--- src/gsharePkg.sv ---
// Shared widths, branch kinds and helper functions of the gshare direction predictor
// Modules take these by a wildcard import in their headers
package gsharePkg;

    localparam int pcWidth        = 32;
    localparam int ghrWidth       = 8;
    localparam int phtIndexWidth  = 11;     // 8 hashed bits over 3 PC bits
    localparam int phtDepth       = 2048;
    localparam int slotCount      = 8;      // Halfwords per fetch bundle
    localparam int slotIndexWidth = 3;
    localparam int rowWidth       = 16;     // One 2-bit counter per slot
    localparam int retireRate     = 2;

    // Resolved branch kinds, only condBr trains the table
    typedef enum logic [1:0] {
        condBr,
        jal,
        jalr,
        ret
    } branchTypeE;

    // Table index from a PC and a history
    function automatic logic [phtIndexWidth-1:0] gshareHash(
        input logic [ghrWidth-1:0] ghr,
        input logic [pcWidth-1:0]  pc
    );
        return {pc[11:4] ^ ghr, pc[3:1]};
    endfunction

    // Newest outcome enters at bit 0
    function automatic logic [ghrWidth-1:0] shiftHistory(
        input logic [ghrWidth-1:0] ghr,
        input logic                taken
    );
        return {ghr[ghrWidth-2:0], taken};
    endfunction

    // Saturating counter, first sighting starts weak
    function automatic logic [1:0] nextCounter(
        input logic [1:0] oldCount,
        input logic       taken,
        input logic       hit
    );
        if (!hit)
            return taken ? 2'd2 : 2'd1;
        if (taken)
            return (oldCount == 2'd3) ? 2'd3 : oldCount + 2'd1;
        return (oldCount == 2'd0) ? 2'd0 : oldCount - 2'd1;
    endfunction

endpackage

--- src/historyRegs.sv ---
// Speculative, resolved and commit global history registers
// nextGhr is the speculative value about to be registered, used for the prediction index
`timescale 1ns/1ps

module historyRegs import gsharePkg::*; (
    input  logic                  clk,
    input  logic                  rst,
    input  logic                  checkValid,
    input  logic [slotCount-1:0]  checkBranchMask,
    input  logic [slotCount-1:0]  checkTakenMask,
    input  logic                  resolveValid,
    input  branchTypeE            resolveType,
    input  logic                  resolveTaken,
    input  logic                  resolveMispredict,
    input  logic [retireRate-1:0] commitMask,
    input  logic [retireRate-1:0] commitTaken,
    input  logic                  commitLoad,
    output logic [ghrWidth-1:0]   nextGhr,
    output logic [ghrWidth-1:0]   resolvedGhr
);

    logic [ghrWidth-1:0] specGhr;
    logic [ghrWidth-1:0] commitGhr;
    logic [ghrWidth-1:0] checkGhr;
    logic [ghrWidth-1:0] commitNext;
    logic                condResolve;

    assign condResolve = resolveValid && (resolveType == condBr);

    //**********************************************************
    // Next-state logic
    //**********************************************************

    // Checker slots, lowest index is the oldest branch
    always_comb begin
        checkGhr = specGhr;
        for (int i = 0; i < slotCount; i++) begin
            if (checkBranchMask[i])
                checkGhr = shiftHistory(checkGhr, checkTakenMask[i]);
        end
    end

    // Retired branches, lane 0 first
    always_comb begin
        commitNext = commitGhr;
        for (int i = 0; i < retireRate; i++) begin
            if (commitMask[i])
                commitNext = shiftHistory(commitNext, commitTaken[i]);
        end
    end

    // Recovery sources win over the checker
    always_comb begin
        if (commitLoad)
            nextGhr = commitGhr;
        else if (condResolve && resolveMispredict)
            nextGhr = shiftHistory(resolvedGhr, resolveTaken);  // Redo from resolved path
        else if (checkValid)
            nextGhr = checkGhr;
        else
            nextGhr = specGhr;
    end

    //**********************************************************
    // Registers
    //**********************************************************
    always_ff @(posedge clk) begin
        if (rst) begin
            specGhr     <= '0;
            resolvedGhr <= '0;
            commitGhr   <= '0;
        end else begin
            specGhr   <= nextGhr;
            commitGhr <= commitNext;
            if (condResolve)
                resolvedGhr <= shiftHistory(resolvedGhr, resolveTaken);
        end
    end

endmodule

--- config.mk ---
export PLATFORM = sky130hd
export DESIGN_NAME = historyRegs
export DESIGN_NICKNAME = d
export VERILOG_FILES = /design/src/gsharePkg.sv /design/src/historyRegs.sv
export SDC_FILE = /design/constraint.sdc
export NUM_CORES = 1
export LEC_CHECK = 0
export BUFFER_PORTS_ARGS = -buffer_cell sky130_fd_sc_hd__buf_2
export CAP_MARGIN = 0
export CORE_MARGIN = 2
export CORE_UTILIZATION = 53
export CTS_BUF_LIST = sky130_fd_sc_hd__clkbuf_4
export DETAILED_ROUTE_END_ITERATION = 8
export GPL_TIMING_DRIVEN = 0
export PLACE_DENSITY = 0.79
export SLEW_MARGIN = 15
export SYNTH_ARGS = -nofsm -noshare
export SYNTH_HDL_FRONTEND = slang
export SYNTH_SLANG_ARGS = --single-unit
--- constraint.sdc ---
create_clock -name clk -period 1.8 [get_ports clk]
set_input_delay 0.18 -clock clk [delete_from_list [all_inputs] [get_ports clk]]
set_output_delay 0.18 -clock clk [all_outputs]
set_load 0.01 [all_outputs]
==> results of run 1 <==
area by class of cell:
cell class              count  area, µm²
fillers                   383       1390
well taps                  67       83.8
clock buffers               3       22.5
repair buffers             55        319
inverters                   7       26.3
plain buffers              28        233
flip-flops and latches     24        492
clock inverters             1       30.0
multi-input cells         277       2190
critical path, delay by kind of cell (launching register included):
kind,cells,cell delay (ns)
flops,1,0.40
mux,2,0.50
compound gates,5,1.16
buf+inv,1,0.15
cells by family after synthesis:
family | count (synthesis)
muxes | 38
xor gates and xnor gates | 7
and+or+nand+nor | 131
buffers and inverters | 35
AOI/OAI and AO/OA | 101
DFF | 24
worst max path at each step:
| stage | endpoint | depth (start not counted) |
|---|---|---|
| after floorplan | nextGhr[5] | 8 |
| after CTS | nextGhr[5] | 8 |
| after global routing | nextGhr[5] | 8 |
| after detailed placement | nextGhr[3] | 11 |
| final | nextGhr[5] | 8 |
| after global placement | nextGhr[3] | 11 |
synthesized netlist by cell type (all sizes together) (7+ instances only):
master / count / area [µm²]
nor2: 32 / 120
a21oi: 24 / 124
buf: 10 / 78.8
dfxtp: 24 / 480
o21ai: 16 / 80.1
nor3: 14 / 70.1
nand2: 19 / 71.3
nand2b: 9 / 56.3
clkbuf: 18 / 148
nand3: 7 / 35.0
mux2i: 28 / 280
nor2b: 11 / 68.8
mux2: 10 / 116
a211oi: 17 / 133
power by group:
part           switching, mW  leakage [nW]  internal [mW]  total, mW
combinational          0.458          1.12          0.366      0.824
clock                  0.167        0.0279          0.225      0.392
sequential            0.0316         0.199          0.559      0.591
stage by stage:
stage / instances / hold slack, ns / TNS [ns] / utilization, %
2_1_floorplan: 336 / 0.323 / -0.673 / -
3_3_place_gp: 445 / 0.410 / -7.24 / 62.8
3_5_place_dp: 445 / 0.421 / -7.95 / 62.8
4_1_cts: 457 / 0.0752 / -7.30 / 67.8
5_1_grt: 462 / 0.100 / -8.92 / 70.9
6_report: 462 / 0.0772 / -7.76 / 70.9
flip-flops by register name, summed over array words and instances (netlist names):
register and cells:
resolvedGhr 8, commitGhr 8, specGhr 8
cells in the final DEF, fill, tap and decap left out, types with 5 or more instances in the layout:
master / synthesis / layout
a211oi_1: 16 / 13
a21oi_1: 23 / 16
a21oi_2: 1 / 6
and2_1: 5 / 5
and3_1: 5 / 5
buf_2: 6 / 48
buf_4: 0 / 10
buf_6: 3 / 5
clkbuf_1: 10 / 8
clkbuf_8: 8 / 8
dfxtp_1: 24 / 19
inv_1: 6 / 6
mux2_4: 1 / 7
mux2i_1: 28 / 24
nand2_1: 19 / 17
nand2b_1: 9 / 9
nand3_1: 7 / 6
nand4_1: 6 / 6
nor2_1: 32 / 31
nor2b_1: 11 / 11
nor3_1: 14 / 12
o21ai_0: 15 / 11
layer usage:
layer  GRT usage, %  up-vias  part of all wire, %
met5              0        -                    0
met4           14.7        0                  3.3
met1           36.2     1400                   41
met3           2.95       22                  5.7
li1               -     1383                    -
met2           48.4      131                   50
what timing repair did:
action                                  4_1_cts  5_1_grt
buffers inserted                              8        5
gates resized for setup                      27       24
pin swaps                                    13        7
gates cloned                                  0        0
endpoints found under the setup margin       16       16
hold buffers                                  0        0
==> qor.yml, run 1 <==
r2r_start: "specGhr[3]"
synth_seq_cells: 24
fp.coreArea_um2: 4790
p_leak_nw: 1.35
ir_worst_vdd_mv: 0.485
root_buffer: "clkbuf_4"
synthMuxAreaShare_pct: 15.0
required_ns: 1.62
diodes: 0
initial_core_util_pct: 55.4
first_iter_violations: 194
slowest_stage: "a2111oi_4"
rsz0062_at_grt: "true"
crit_top_cell: "a211oi_2"
grt_max_degree: 15
netlist_instances: 336
max_stage_delay_ns: 0.44
yosysWarnings: 0
min_to: "commitGhr[0]"
ys_types: 65
antenna_found_initial: 0
regToRegEndpoint: "specGhr[5]"
drt-total-wl_mm: 8.15
drt_drc_violations_left: 0
syn_nets: 365
die_w_um: 74.7
grtUsageTotal_pct: 28.6
fmax_mhz: 369
final_area_um2: 3390
cts_tree: "yes"
ys_seq_area_share_pct: 18.1
synth_edf_count: 0
crit_start: "specGhr[3]"
drv_slew: 0
die_h_um: 74.7
hold_start: "commitTaken[1]"
via_per_inst: 6.35
post-route-period-util_pct: 151
violations: "setup timing"
syn_to_final_growth_pct: 28.1
syn-cell-area_um2: 2650
synth_compound_area_share_pct: 29.0
die_area_um2: 5580
clkSinkCount: 24
rr_worst_depth: 9
ant_nets: 0
drtPass1Iterations: 7
critPathLaunchType: "register"
syn_avg_cell_area_um2: 7.89
layout-drive-gt1-share_pct: 35.2
hold_viol: 0
clock_skew_ns: 0.00661
cts_htree_levels: 1
cp_cell_sequence: "mux2_4, mux2i_4, o32ai_2, a211oi_2, a21oi_2, a2111oi_4, a211oi_2, buf_2"
clk_pin_slew_worst_paths_ns: 0.13
synth_top_family_by_area: "compound AO/OA/AOI/OAI gates"
status: "finished, violations left"
crit_fanout: 5
worst_slew_pin_slew_ns: 0.792
crit_path_end_kind: "output pin"
synth_simple_gate_area_share_pct: 26.1
hp-class: "input port to register"
dp_hpwl_mm: 5.78
setup_viol: 15
period_minus_slack_ns: 2.71
io_buffers: 42
cap_viol_max_count: 0
synthArstFlopShare_pct: 0
layout.nets: 425
cts.path.max_buffers: 2
fin_total_pwr_mw: 1.81
vias: 2936
clock_latency_ns: 0.32
synth-xor-area-share_pct: 2.31
pre_cts_ws_ns: -0.755
grt_pass1_wl_mm: 12.5
synth_ff_type: "dfxtp_1"
grt-ovfl-total: 0
grt_pass1_vias: 2668
numCtsBuffers: 3
maxSlewHeadroom_pct: 46.5
critPathKind: "register to output pin"
r2r_slack_ns: -0.62
place_area_um2: 3000
routedWlPerCell_um: 17.6
powerDensity_nw_per_um2: 532
fin_ws_ns: -0.913
holdPathStages: 3
ioPinCount: 45
num_rows: 25
worstPathArrival_ns: 2.53
gp_congestion: 1.02
synth_adder_area_share_pct: 0
No activity file was read; power rests on OpenSTA's default activity.
==> run 2, diff against run 1 <==
--- a/config.mk
+++ b/config.mk
@@ -8,11 +8,11 @@
 export BUFFER_PORTS_ARGS = -buffer_cell sky130_fd_sc_hd__buf_2
 export CAP_MARGIN = 0
 export CORE_MARGIN = 2
-export CORE_UTILIZATION = 53
+export CORE_UTILIZATION = 63
 export CTS_BUF_LIST = sky130_fd_sc_hd__clkbuf_4
 export DETAILED_ROUTE_END_ITERATION = 8
 export GPL_TIMING_DRIVEN = 0
-export PLACE_DENSITY = 0.79
+export PLACE_DENSITY = 0.88
 export SLEW_MARGIN = 15
 export SYNTH_ARGS = -nofsm -noshare
 export SYNTH_HDL_FRONTEND = slang
==> constraint.sdc (replaced) <==
create_clock -name clk -period 3.5 [get_ports clk]
set_input_delay 0.35 -clock clk [delete_from_list [all_inputs] [get_ports clk]]
set_output_delay 0.35 -clock clk [all_outputs]
set_load 0.01 [all_outputs]
==> run 2 against run 1 <==
Against the previous run:
- the run now ends clean
- wire length shrank 7.8%
- worst setup slack gained 1.1 ns
- worst hold slack gained 0.17 ns
- global-route usage grew 4.6 points
- critical path depth is the same
- clock skew grew 0.013 ns
- via count shrank 3.2%
- largest cell class unchanged
- flip-flop and latch count is the same
- non-clock buffer count shrank 13
- sequential share of layout area grew 1.7 points
- final cell count shrank 6.5%
- count of clock-buffer cells in the layout is the same
==> qor.yml, run 2 (same netlist as run 1, synthesis figures left out) <==
status: "complete, no violations"
maxSlewHeadroom_pct: 49.0  # +2.5 points
initial_core_util_pct: 65.8  # +10 points
worstPathArrival_ns: 2.99  # +0.46 ns
first_iter_violations: 369  # +90%
clock_skew_ns: 0.0199  # +0.0133 ns
grt_pass1_vias: 2541  # -4.8%
critPathLaunchType: "register"
fp.coreArea_um2: 4030  # -16%
critPathKind: "register to output pin"
layout.nets: 412  # -3.1%
via_per_inst: 6.58  # +3.6%
die_w_um: 68.9  # -7.8%
die_h_um: 68.9  # -7.8%
grt-ovfl-total: 0  # unchanged
largestRegisters: "commitGhr: 8 flops, resolvedGhr: 8 flops, specGhr: 8 flops"
layout-drive-gt1-share_pct: 23.6  # -12 points
fmax_mhz: 300
final_area_um2: 2980  # -12%
fin_cells: 432  # -6.5%
numCtsBuffers: 3  # unchanged
drt-total-wl_mm: 7.51  # -7.8%
clk_pin_slew_worst_paths_ns: 0.15  # +0.02 ns
crit_path_end_kind: "output pin"
dp_cells: 428  # -3.8%
drt_drc_violations_left: 0  # unchanged
dp_hpwl_mm: 5.86  # +1.2%
diodes: 0  # unchanged
post-route-period-util_pct: 95.4
cts_resized: 0  # -100%
tns_ns: 0  # +7.76 ns
worst_slew_pin_slew_ns: 0.758  # -0.0340 ns
clock_latency_ns: 0.33  # about the same
clkSinkCount: 24  # unchanged
cts_hold_buffers: 0  # unchanged
ioPinCount: 45  # unchanged
rsz0062_at_grt: "false"
p_leak_nw: 1.22  # -9.3%
fin_total_pwr_uw: 846  # -53%
cts.path.max_buffers: 2  # unchanged
crit_fanout: 6  # +1
layout_commonest_cell: "buf_2"
cts_htree_levels: 1  # unchanged
drv_slew: 0  # unchanged
die_area_um2: 4740  # -15%
cts_setup_buffers: 0  # -8
utilization_pct: 73.9  # +2.9 points
gp_congestion: 0.946  # -6.9%
num_rows: 23  # -8.0%
r2r_start: "specGhr[0]"
cts_tree: "yes"
grt_max_degree: 15  # unchanged
root_buffer: "clkbuf_4"
required_ns: 3.15  # +1.53 ns
syn_to_final_growth_pct: 12.3
place_area_um2: 2920  # -2.7%
antenna_found_initial: 0  # unchanged
hold_start: "commitTaken[1]"
hold_viol: 0  # unchanged
io_buffers: 42  # unchanged
ir_worst_vdd_mv: 0.413  # -15%
drtPass1Iterations: 6  # -1
crit_start: "specGhr[0]"
grt_pass1_wl_mm: 11.8  # -5.9%
cap_viol_max_count: 0  # unchanged
ant_nets: 0  # unchanged
period_minus_slack_ns: 3.34
vias: 2843  # -3.2%
hp-class: "input port to register"
grtUsageTotal_pct: 33.2  # +4.6 points
setup_viol: 0  # -15
routedWlPerCell_um: 17.4  # -1.4%
final_cell_mix: "48 x buf_2, 32 x nor2_1, 28 x mux2i_1, 24 x dfxtp_1, 23 x a21oi_1"
powerDensity_nw_per_um2: 284  # -47%
[run 2: worst paths after layout]
check,slack [ns],to,cells past startpoint
setup / recovery,0.16,nextGhr[5],8
hold / removal,0.24,commitGhr[0],3
setup reg to reg,0.91,specGhr[5],7
hold reg to reg,0.52,resolvedGhr[7],2
[run 2: critical path, stage by stage (launching register included)]
cell	delay, ns
dfxtp_1	0.40
mux2_2	0.30
o22ai_1	0.34
nor3_1	0.14
nor4_1	0.70
nor3b_1	0.16
a2111oi_2	0.34
a211oi_1	0.12
buf_2	0.17
[run 2: area by class of cell]
class / instances / area, µm²
Tap cell: 50 / 62.6
Timing Repair Buffer: 42 / 210
Fill cell: 337 / 1050
Inverter: 7 / 26.3
Clock inverter: 1 / 30.0
Buffer: 28 / 226
Clock buffer: 3 / 22.5
Multi-Input combinational cell: 277 / 1920
Sequential cell: 24 / 480
[run 2: metrics by stage]
stage / setup WS [ns] / hold slack (ns)
2_1_floorplan: 1.10 / 0.493
3_3_place_gp: 0.475 / 0.482
3_5_place_dp: 0.417 / 0.485
4_1_cts: 0.244 / 0.247
5_1_grt: 0.0545 / 0.256
6_report: 0.163 / 0.242
[run 2: where the power goes]
part / switching (mW) / leakage (nW) / internal, mW
Sequential: 0.0161 / 0.197 / 0.287
Clock: 0.0886 / 0.0279 / 0.116
Combinational: 0.197 / 0.998 / 0.141
Total: 0.302 / 1.22 / 0.544
[run 2: routing by layer]
| layer | global-route usage [%] | vias up | routed length [µm] |
|---|---|---|---|
| met5 | 0 | - | 0 |
| met4 | 17.6 | 0 | 329 |
| met3 | 3.57 | 28 | 475 |
| met2 | 57.3 | 147 | 3600 |
| met1 | 40.4 | 1309 | 3110 |
| li1 | - | 1359 | - |
