$ cat config.mk
export PLATFORM = sky130hd
export DESIGN_NAME = counterUpdate
export DESIGN_NICKNAME = d
export VERILOG_FILES = /design/src/gsharePkg.sv /design/src/counterUpdate.sv
export SDC_FILE = /design/constraint.sdc
export NUM_CORES = 1
export LEC_CHECK = 0
export ABC_AREA = 1
export CAP_MARGIN = 25
export CELL_PAD_IN_SITES_DETAIL_PLACEMENT = 0
export CELL_PAD_IN_SITES_GLOBAL_PLACEMENT = 1
export CORE_ASPECT_RATIO = 1.25
export CORE_MARGIN = 2
export CORE_UTILIZATION = 36
export CTS_CLUSTER_SIZE = 10
export DETAILED_ROUTE_END_ITERATION = 8
export DONT_BUFFER_PORTS = 1
export PLACE_DENSITY_LB_ADDON = 0.1
export SLEW_MARGIN = 10
export SYNTH_ARGS = -nofsm -noshare
export SYNTH_HDL_FRONTEND = slang
export SYNTH_SLANG_ARGS = --single-unit
$ cat constraint.sdc
create_clock -name clk -period 1.77 [get_ports clk]
set_input_delay 0.177 -clock clk [delete_from_list [all_inputs] [get_ports clk]]
set_output_delay 0.177 -clock clk [all_outputs]
set_load 0.1 [all_outputs]
$ cat src/gsharePkg.sv
// Shared widths, branch kinds and helper functions of the gshare direction predictor
// Modules take these by a wildcard import in their headers
package gsharePkg;

    localparam int pcWidth        = 32;
    localparam int ghrWidth       = 8;
    localparam int phtIndexWidth  = 11;     // 8 hashed bits over 3 PC bits
    localparam int phtDepth       = 2048;
    localparam int slotCount      = 8;      // Halfwords per fetch bundle
    localparam int slotIndexWidth = 3;
    localparam int rowWidth       = 16;     // One 2-bit counter per slot
    localparam int retireRate     = 2;

    // Resolved branch kinds, only condBr trains the table
    typedef enum logic [1:0] {
        condBr,
        jal,
        jalr,
        ret
    } branchTypeE;

    // Table index from a PC and a history
    function automatic logic [phtIndexWidth-1:0] gshareHash(
        input logic [ghrWidth-1:0] ghr,
        input logic [pcWidth-1:0]  pc
    );
        return {pc[11:4] ^ ghr, pc[3:1]};
    endfunction

    // Newest outcome enters at bit 0
    function automatic logic [ghrWidth-1:0] shiftHistory(
        input logic [ghrWidth-1:0] ghr,
        input logic                taken
    );
        return {ghr[ghrWidth-2:0], taken};
    endfunction

    // Saturating counter, first sighting starts weak
    function automatic logic [1:0] nextCounter(
        input logic [1:0] oldCount,
        input logic       taken,
        input logic       hit
    );
        if (!hit)
            return taken ? 2'd2 : 2'd1;
        if (taken)
            return (oldCount == 2'd3) ? 2'd3 : oldCount + 2'd1;
        return (oldCount == 2'd0) ? 2'd0 : oldCount - 2'd1;
    endfunction

endpackage

$ cat src/counterUpdate.sv
// Two-stage read-modify-write of the counter trained by a resolved conditional branch
// Stage one reads the row, stage two writes it back with one counter changed
`timescale 1ns/1ps

module counterUpdate import gsharePkg::*; (
    input  logic                      clk,
    input  logic                      rst,
    input  logic                      resolveValid,
    input  logic [pcWidth-1:0]        resolvePc,
    input  branchTypeE                resolveType,
    input  logic                      resolveTaken,
    input  logic [slotIndexWidth-1:0] resolveSlot,
    input  logic [ghrWidth-1:0]       resolvedGhr,
    input  logic [rowWidth-1:0]       updReadData,
    input  logic                      updReadHit,
    output logic [phtIndexWidth-1:0]  updReadIndex,
    output logic                      updWrEn,
    output logic [phtIndexWidth-1:0]  updWrIndex,
    output logic [rowWidth-1:0]       updWrData
);

    logic                      condResolve;
    logic                      takenQ;
    logic [slotIndexWidth-1:0] slotQ;
    logic                      hitQ;

    assign condResolve  = resolveValid && (resolveType == condBr);
    assign updReadIndex = gshareHash(resolvedGhr, resolvePc);  // Read issued this cycle

    // Stage one
    always_ff @(posedge clk) begin
        if (rst)
            updWrEn <= 1'b0;
        else
            updWrEn <= condResolve;
    end

    always_ff @(posedge clk) begin
        if (condResolve) begin
            updWrIndex <= updReadIndex;
            takenQ     <= resolveTaken;
            slotQ      <= resolveSlot;
            hitQ       <= updReadHit;
        end
    end

    // Stage two, row data arrives from the RAM now
    always_comb begin
        updWrData = updReadData;
        updWrData[2*slotQ +: 2] = nextCounter(updReadData[2*slotQ +: 2], takenQ, hitQ);
    end

    // A resolve strobe must carry a known PC, slot and outcome
    resolveFieldsKnown: assert property (
        @(posedge clk) disable iff (rst)
            condResolve |-> !$isunknown({resolvePc, resolveSlot, resolveTaken})
    ) else $error("counterUpdate resolve with unknown fields");

endmodule

==> flow_metrics.env, run 1 <==
export IMPL_outcome="finished, violations left"
export IMPL_violations="setup timing"
export IMPL_die_x_um=56.2
export IMPL_switching_share=0.469
export IMPL_setup_viol=16
export IMPL_hold_path_class="in -> reg"
export IMPL_first_global_vias=1563
export IMPL_grt_pass1_wl_um=6890
export IMPL_yosysSeqAreaShare=0.409
export IMPL_crit_path_end_kind="primary output"
export IMPL_final_core_util=0.820
export IMPL_dr_total_vias=1417
export IMPL_p_per_area_mw_per_mm2=678
export IMPL_final_nets=305
export IMPL_power_leakage_nw=1.14
export IMPL_ys_seq_elements=17
export IMPL_fillers=188
export IMPL_dr_pass1_iters=4
export IMPL_mappedNetlistArea_mm2=0.00122
export IMPL_rows=23
export IMPL_die_area_mm2=0.00389
export IMPL_whs_ns=0.0259
export IMPL_gp_routability_congestion=0.887
export IMPL_syn_num_nets=228
export IMPL_start_util=0.380
export IMPL_critPathSlowestCell="edfxtp_1"
export IMPL_grt_start_max_net_pins=15
export IMPL_ys_async_sr_fraction=0
export IMPL_period_share=1.32
export IMPL_p_clk_frac=0.151
export IMPL_yosys_area_top_type="edfxtp_1"
export IMPL_required_ns=1.59
export IMPL_max_cap_viol_count=0
export IMPL_cts_num_sinks=17
export IMPL_crit_type="reg -> out"
export IMPL_finalWorstSetupSlack_ns=-0.572
export IMPL_die_height_um=69.2
export IMPL_critPathArrivalTime_ns=2.17
export IMPL_cts_root_buffer="clkbuf_8"
export IMPL_drt_iter0_drc=32
export IMPL_crit_chain="buf_6 -> inv_8 -> nand2_1 -> nand3_1 -> nand3_2 -> nand2_2 -> nand2_2 -> nand3_2 -> nand2_2 -> nor2_4 -> nand3_4 -> a21oi_4 -> buf_12"
export IMPL_drive_gt1_frac=0.682
export IMPL_cts_buffer_depth=2
export IMPL_max_freq_mhz=427
export IMPL_drt_total_wl_um=4350
export IMPL_avgSynthCellArea_um2=7.80
export IMPL_rsz0062_at_grt="true"
export IMPL_clk_pin_slew_ns=0.06
export IMPL_ys_types=21
export IMPL_total_power_mw=1.79
export IMPL_htreeDepth=1
export IMPL_synth_most_common_cell="nand2_1"
export IMPL_viasPerCell=5.25
export IMPL_dpl_worst_slack_ns=-0.399
export IMPL_p_switching_uw=840
export IMPL_numPortBuffers=0
export IMPL_p_int_uw=952
export IMPL_maxSlewViolCount=0
export IMPL_slew_headroom=0.745
export IMPL_grt_usage=0.223
export IMPL_synthCells=157
export IMPL_pwr_share_seq=0.266
export IMPL_synth_top_cells_by_count="26 x nand2_1, 21 x inv_1, 19 x nand3_1, 16 x edfxtp_1, 15 x nor2_1"
export IMPL_grt_overflow_total=0
export IMPL_tightest_slew_ns=0.382
export IMPL_fin_crit_ns=2.34
export IMPL_critPathMostFrequentCell="nand2_2"
export IMPL_cts_tree="yes"
export IMPL_pwr_share_comb=0.583
export IMPL_ant_nets=0
export IMPL_synth_top_area_frac=0.392
export IMPL_crit_path_start_kind="flop"
export IMPL_dp_cells=252
export IMPL_max_vdd_ir_drop_mv=0.722
export IMPL_hold_viol_final=0
export IMPL_antenna_cells=0
export IMPL_synth_ff_type="edfxtp_1"
export IMPL_antenna_found_initial=0
export IMPL_synth_edf_count=16
export IMPL_core_mm2=0.00322
export IMPL_cp_max_fo=6
export IMPL_ys_top_cells_by_area="edfxtp_1 39%, nand2_1 8.0%, nand3_1 7.8%"
export IMPL_stdcell_count=270
export IMPL_drc=0
export IMPL_wl_per_cell_um=16.1
export IMPL_yosysWarnings=0
export IMPL_dp_hpwl_um=3300
export IMPL_cts_made_buffers=3
export IMPL_max_stage_delay_ns=0.41
export IMPL_ioPinCount=105
export IMPL_area_growth_pct=116
-- cells in the final DEF, fill, tap and decap left out, drive strengths merged, types with 4 or more instances in the layout --
cell and count:
a21oi 14, buf 75, edfxtp 16, ha 5, inv 27, nand2 27, nand3 19, nand4 6
nor2 16, nor3 8, o21ai 4, xor2 8
-- sequential cells by signal, summed over array words and instances, names as in the netlist --
name        cells
slotQ           3
updWrIndex     11
takenQ          1
updWrEn         1
hitQ            1
-- cell type report --
class,instances,area [µm²],share of cell area
timing repair buffer,77,838,0.317
clock buffer,3,41.3,0.0156
multi-input combinational,108,1100,0.416
clock inverter,1,5.00,0.00189
sequential,17,500,0.189
inverter,27,114,0.0431
tap,37,46.3,0.0175
-- logic make-up after synthesis --
family	after synthesis	share of synthesized area
AO/OA/AOI/OAI	18	0.0766
XOR/XNOR	8	0.0572
adder cells (fa/ha/maj)	5	0.0511
buffers and inverters	32	0.116
flip-flops	17	0.409
AND/OR/NAND/NOR	77	0.290
-- routing by layer --
metal | routed length (µm) | vias to the layer above | part of all wire | track usage
met2 | 2640 | 74 | 0.61 | 0.450
met1 | 1270 | 666 | 0.29 | 0.200
met5 | 0 | - | 0 | 0
li1 | - | 664 | - | -
met3 | 306 | 13 | 0.070 | 0.0485
met4 | 134 | 0 | 0.031 | 0.106
-- power groups by stage --
stage / Clock [mW] / Combinational (mW) / Sequential, mW
global placement: 0 / 0.948 / 0.482
finish: 0.270 / 1.05 / 0.476
CTS: 0.283 / 1.01 / 0.475
detailed placement: 0 / 0.958 / 0.482
global route: 0.299 / 1.08 / 0.478
floorplan: 0 / 0.615 / 0.584
-- worst max-delay path, delay by kind of cell (launching register included) --
kind / cells / cell delay (ns)
and+or+nand+nor: 9 / 0.92
DFF: 1 / 0.41
AOI/OAI and AO/OA: 1 / 0.19
buffers and inverters: 3 / 0.40
-- worst paths after layout --
kind,to,cells past startpoint,startpoint,slack (ns)
worst min-delay path,updWrIndex[2]$_DFFE_PP_,0,resolvePc[3],0.03
worst max-delay path,updWrData[12],13,slotQ[0]$_DFFE_PP_,-0.57
-- metrics by stage --
stage	TNS (ns)	cell area [µm²]
after global placement	-5.17	2250
after detailed placement	-5.35	2250
after global routing	-9.99	2640
after floorplan	-8.71	1550
final	-8.51	2640
after CTS	-8.57	2510
-- timing repair --
action / CTS / global route
setup endpoints to repair: 16 / 16
hold buffers: 2 / 0
pin swaps: 19 / 16
resized for setup: 31 / 29
buffers inserted: 11 / 1
hold endpoints to repair: 1 / 0
Note: power is estimated with default switching activity, not from simulation.
==> run 2: changes to the inputs <==
Settings changed: CORE_ASPECT_RATIO 1.25 to 1.4, PLACE_DENSITY set to 0.82, PLACE_DENSITY_LB_ADDON 0.1 to not set.
==> flow_metrics.env, run 2 (synthesis results as in run 1) <==
export IMPL_outcome="finished, violations left"
export IMPL_violations="setup timing"
export IMPL_die_height_um=73.0
export IMPL_cts_made_buffers=3
export IMPL_wl_per_cell_um=17.1
export IMPL_cp_num_buf_inv=3
export IMPL_crit_path_end_kind="primary output"
export IMPL_whs_ns=0.0174
export IMPL_final_core_util=0.801
export IMPL_hold_path_class="in -> reg"
export IMPL_regMostFlops="updWrIndex"
export IMPL_antenna_cells=0
export IMPL_ioPinCount=105
export IMPL_largest_register_ffs=11
export IMPL_dp_hpwl_um=3380
export IMPL_maxSlewViolCount=0
export IMPL_pwr_share_comb=0.580
export IMPL_p_int_uw=955
export IMPL_crit_chain="buf_6 -> buf_12 -> nand2_4 -> nand3_4 -> nand2_2 -> nand2_1 -> nand2_1 -> nand3_1 -> nand2_1 -> nand2_2 -> nor2_4 -> nand3_2 -> a21oi_4 -> buf_12"
export IMPL_rsz0062_at_grt="true"
export IMPL_max_freq_mhz=399
export IMPL_switching_share=0.473
export IMPL_power_leakage_nw=1.14
export IMPL_area_growth_pct=117
export IMPL_dr_pass1_iters=4
export IMPL_first_global_vias=1594
export IMPL_critPathArrivalTime_ns=2.33
export IMPL_drc=0
export IMPL_cts_num_sinks=17
export IMPL_htreeDepth=1
export IMPL_slew_headroom=0.817
export IMPL_tightest_slew_ns=0.274
export IMPL_ant_nets=0
export IMPL_drt_iter0_drc=35
export IMPL_clk_pin_slew_ns=0.06
export IMPL_p_switching_uw=857
export IMPL_cts_root_buffer="clkbuf_8"
export IMPL_final_nets=308
export IMPL_drive_gt1_frac=0.657
export IMPL_pwr_share_seq=0.262
export IMPL_setup_viol=16
export IMPL_numPortBuffers=0
export IMPL_grt_start_max_net_pins=15
export IMPL_finalWorstSetupSlack_ns=-0.735
export IMPL_p_clk_frac=0.158
export IMPL_start_util=0.369
export IMPL_max_vdd_ir_drop_mv=0.895
export IMPL_dp_cells=255
export IMPL_reg_top3="updWrIndex x11, slotQ x3"
export IMPL_cts_buffer_depth=2
export IMPL_rows=25
export IMPL_p_per_area_mw_per_mm2=682
export IMPL_gp_routability_congestion=0.879
export IMPL_grt_overflow_total=0
export IMPL_cp_max_fo=6
export IMPL_max_cap_viol_count=0
export IMPL_period_share=1.42
export IMPL_path_delay_family="simple AND/OR/NAND/NOR gates"
export IMPL_crit_type="reg -> out"
export IMPL_critPathMostFrequentCell="nand2_1"
export IMPL_hold_viol_final=0
export IMPL_die_x_um=53.3
export IMPL_dpl_worst_slack_ns=-0.403
export IMPL_antenna_found_initial=0
export IMPL_die_area_mm2=0.00389
export IMPL_max_stage_delay_ns=0.43
export IMPL_drt_total_wl_um=4710
export IMPL_fin_crit_ns=2.50
export IMPL_grt_usage=0.250
export IMPL_mostFrequentLayoutCell="buf_4"
export IMPL_grt_pass1_wl_um=6980
export IMPL_stdcell_count=276
export IMPL_core_mm2=0.00332
export IMPL_critPathSlowestCell="edfxtp_1"
export IMPL_required_ns=1.59
export IMPL_viasPerCell=5.35
export IMPL_crit_path_start_kind="flop"
export IMPL_dr_total_vias=1477
export IMPL_cts_tree="yes"
export IMPL_mostFrequentLayoutCells="45 x buf_4, 20 x inv_1, 17 x buf_12"
[run 2: stage by stage]
stage | instance area, µm² | power (mW) | TNS (ns)
global placement | 2240 | 1.42 | -3.93
floorplan | 1550 | 1.20 | -8.71
CTS | 2530 | 1.79 | -9.12
global route | 2660 | 1.88 | -12.32
finish | 2660 | 1.81 | -10.53
detailed placement | 2240 | 1.44 | -5.42
[run 2: layer usage]
| layer | wire length (µm) | part of all wire | global-route usage |
|---|---|---|---|
| met4 | 146 | 0.031 | 0.168 |
| met3 | 344 | 0.073 | 0.0410 |
| met1 | 1380 | 0.29 | 0.218 |
| met5 | 0 | 0 | 0 |
| met2 | 2840 | 0.60 | 0.484 |
[run 2: final cells by class]
class / instances / area [µm²]
clock buffer: 3 / 41.3
sequential: 17 / 500
clock inverter: 1 / 5.00
tap: 40 / 50.0
multi-input combinational: 108 / 1070
timing repair buffer: 80 / 872
fill: 193 / 659
inverter: 27 / 116
[run 2: power groups by stage]
stage	registers (mW)	clock network (mW)	logic (mW)
final	0.476	0.285	1.05
after global routing	0.477	0.315	1.08
after CTS	0.475	0.300	1.01
after detailed placement	0.483	0	0.956
after global placement	0.482	0	0.940
after floorplan	0.584	0	0.615
[run 2: path summary, 6_finish.rpt]
kind,to,slack [ns],depth (start not counted),from
worst max-delay path,updWrData[12],-0.73,14,slotQ[0]$_DFFE_PP_
worst min-delay path,updWrIndex[2]$_DFFE_PP_,0.02,0,resolvePc[3]
[run 2: repair_timing]
action,in CTS,in global routing
hold endpoints to repair,1,5
endpoints found under the setup margin,16,16
gates resized for setup,33,21
hold buffers,2,5
setup buffers,8,2
gates cloned,1,0
pin swaps,11,6
==> run 3: changes to the inputs <==
Settings changed: PLACE_DENSITY 0.82 to not set, PLACE_DENSITY_LB_ADDON set to 0.1.
==> flow_metrics.env, run 3 (synthesis results as in run 1) <==
export IMPL_outcome="finished, violations left"
export IMPL_violations="setup timing"
export IMPL_die_x_um=53.3
export IMPL_power_leakage_nw=1.16
export IMPL_critPathMostFrequentCell="ha_4"
export IMPL_slew_headroom=0.800
export IMPL_regMostFlops="updWrIndex"
export IMPL_max_vdd_ir_drop_mv=0.646
export IMPL_gp_routability_congestion=0.890
export IMPL_switching_share=0.469
export IMPL_cp_max_fo=7
export IMPL_antenna_found_initial=0
export IMPL_fillers=209
export IMPL_maxSlewViolCount=0
export IMPL_critPathArrivalTime_ns=2.25
export IMPL_numPortBuffers=0
export IMPL_p_switching_uw=847
export IMPL_first_global_vias=1405
export IMPL_cts_buffer_depth=2
export IMPL_drive_gt1_frac=0.681
export IMPL_finalWorstSetupSlack_ns=-0.655
export IMPL_required_ns=1.59
export IMPL_critPathSlowestCell="edfxtp_1"
export IMPL_p_clk_frac=0.152
export IMPL_grt_start_max_net_pins=17
export IMPL_whs_endpoint="slotQ[0]$_DFFE_PP_"
export IMPL_max_freq_mhz=412
export IMPL_setup_viol=16
export IMPL_wl_per_cell_um=16.1
export IMPL_crit_path_end_kind="primary output"
export IMPL_dr_pass1_iters=4
export IMPL_viasPerCell=5.07
export IMPL_grt_overflow_total=0
export IMPL_crit_path_start_kind="flop"
export IMPL_dr_total_vias=1410
export IMPL_hold_path_class="in -> reg"
export IMPL_tightest_slew_ns=0.300
export IMPL_drt_total_wl_um=4470
export IMPL_clk_pin_slew_ns=0.06
export IMPL_cts_made_buffers=3
export IMPL_max_cap_viol_count=0
export IMPL_crit_chain="clkinv_4 -> buf_6 -> ha_4 -> ha_4 -> inv_8 -> nor3_4 -> nor2_1 -> a21oi_4 -> buf_12"
export IMPL_die_area_mm2=0.00389
export IMPL_final_core_util=0.811
export IMPL_fin_crit_ns=2.43
export IMPL_rsz0062_at_grt="true"
export IMPL_period_share=1.37
export IMPL_die_height_um=73.0
export IMPL_mostFrequentLayoutCells="55 x buf_4, 20 x inv_1, 18 x buf_12"
export IMPL_cts_root_buffer="clkbuf_8"
export IMPL_hold_viol_final=0
export IMPL_pwr_share_seq=0.264
export IMPL_core_mm2=0.00332
export IMPL_max_stage_delay_ns=0.46
export IMPL_stdcell_count=278
export IMPL_mostFrequentLayoutCell="buf_4"
export IMPL_pwr_share_comb=0.584
export IMPL_crit_type="reg -> out"
export IMPL_drc=0
export IMPL_antenna_cells=0
export IMPL_drt_iter0_drc=21
export IMPL_cts_tree="yes"
export IMPL_ant_nets=0
export IMPL_dp_cells=259
export IMPL_p_per_area_mw_per_mm2=671
export IMPL_grt_usage=0.230
export IMPL_dp_hpwl_um=3390
export IMPL_hold_start="resolveSlot[0]"
export IMPL_final_nets=310
export IMPL_ioPinCount=105
export IMPL_grt_pass1_wl_um=6570
export IMPL_p_int_uw=957
export IMPL_cts_num_sinks=17
export IMPL_largest_register_ffs=11
export IMPL_start_util=0.369
export IMPL_area_growth_pct=120
export IMPL_reg_top3="updWrIndex x11, slotQ x3"
export IMPL_rows=25
export IMPL_hold_depth=0
export IMPL_htreeDepth=1
-- run 3: repair_timing --
| action | CTS | global route |
|---|---|---|
| resized for setup | 11 | 45 |
| hold buffers | 1 | 2 |
| setup buffers | 3 | 8 |
| setup endpoints to repair | 16 | 16 |
| pin swaps | 7 | 12 |
| gates cloned | 0 | 1 |
| endpoints found under the hold margin | 1 | 1 |
-- run 3: how the worst max path moves through the flow --
stage / start / end / slack, ns / cells past startpoint
2_1_floorplan: slotQ[0]$_DFFE_PP_ / updWrData[8] / -0.56 / 4
3_3_place_gp: slotQ[0]$_DFFE_PP_ / updWrData[13] / -0.42 / 9
3_5_place_dp: slotQ[0]$_DFFE_PP_ / updWrData[7] / -0.46 / 9
4_1_cts: slotQ[0]$_DFFE_PP_ / updWrData[14] / -0.62 / 12
5_1_grt: slotQ[0]$_DFFE_PP_ / updWrData[8] / -0.74 / 9
6_report: slotQ[0]$_DFFE_PP_ / updWrData[6] / -0.66 / 9
-- run 3: power by group through the flow --
stage / logic, mW / clock network, mW / registers (mW)
final: 1.05 / 0.274 / 0.477
after global routing: 1.09 / 0.304 / 0.478
after CTS: 0.995 / 0.283 / 0.474
after detailed placement: 0.968 / 0 / 0.482
after global placement: 0.957 / 0 / 0.482
after floorplan: 0.615 / 0 / 0.584
-- run 3: area by class of cell --
class                      count  area, µm²  share of cell area
multi-input combinational    108       1110               0.412
timing repair buffer          82        871               0.324
sequential                    17        500               0.186
inverter                      27        114              0.0423
tap                           40       50.0              0.0186
clock buffer                   3       41.3              0.0154
clock inverter                 1       5.00             0.00186
-- run 3: per-stage QoR --
stage	setup WS [ns]	area, µm²	setup TNS, ns	hold slack, ns	power [mW]
global route	-0.743	2690	-11.40	0.00478	1.87
detailed placement	-0.464	2290	-5.36	0.261	1.45
CTS	-0.619	2430	-8.29	0.00474	1.75
finish	-0.655	2690	-9.71	0.0231	1.80
floorplan	-0.558	1550	-8.71	0.249	1.20
global placement	-0.421	2290	-4.95	0.251	1.44
-- run 3: critical path, delay by kind of cell, from the launching register on --
family	cells	cell delay, ns
AOI/OAI and AO/OA	1	0.15
DFF	1	0.46
adders and majority gates	2	0.48
and+or+nand+nor	2	0.38
buffers and inverters	4	0.54
-- run 3: layer usage --
metal / share of wire / vias to the layer above / track usage
met1: 0.33 / 658 / 0.228
li1: - / 678 / -
met3: 0.062 / 6 / 0.0348
met5: 0 / - / 0
met4: 0.019 / 0 / 0.0769
met2: 0.59 / 68 / 0.457
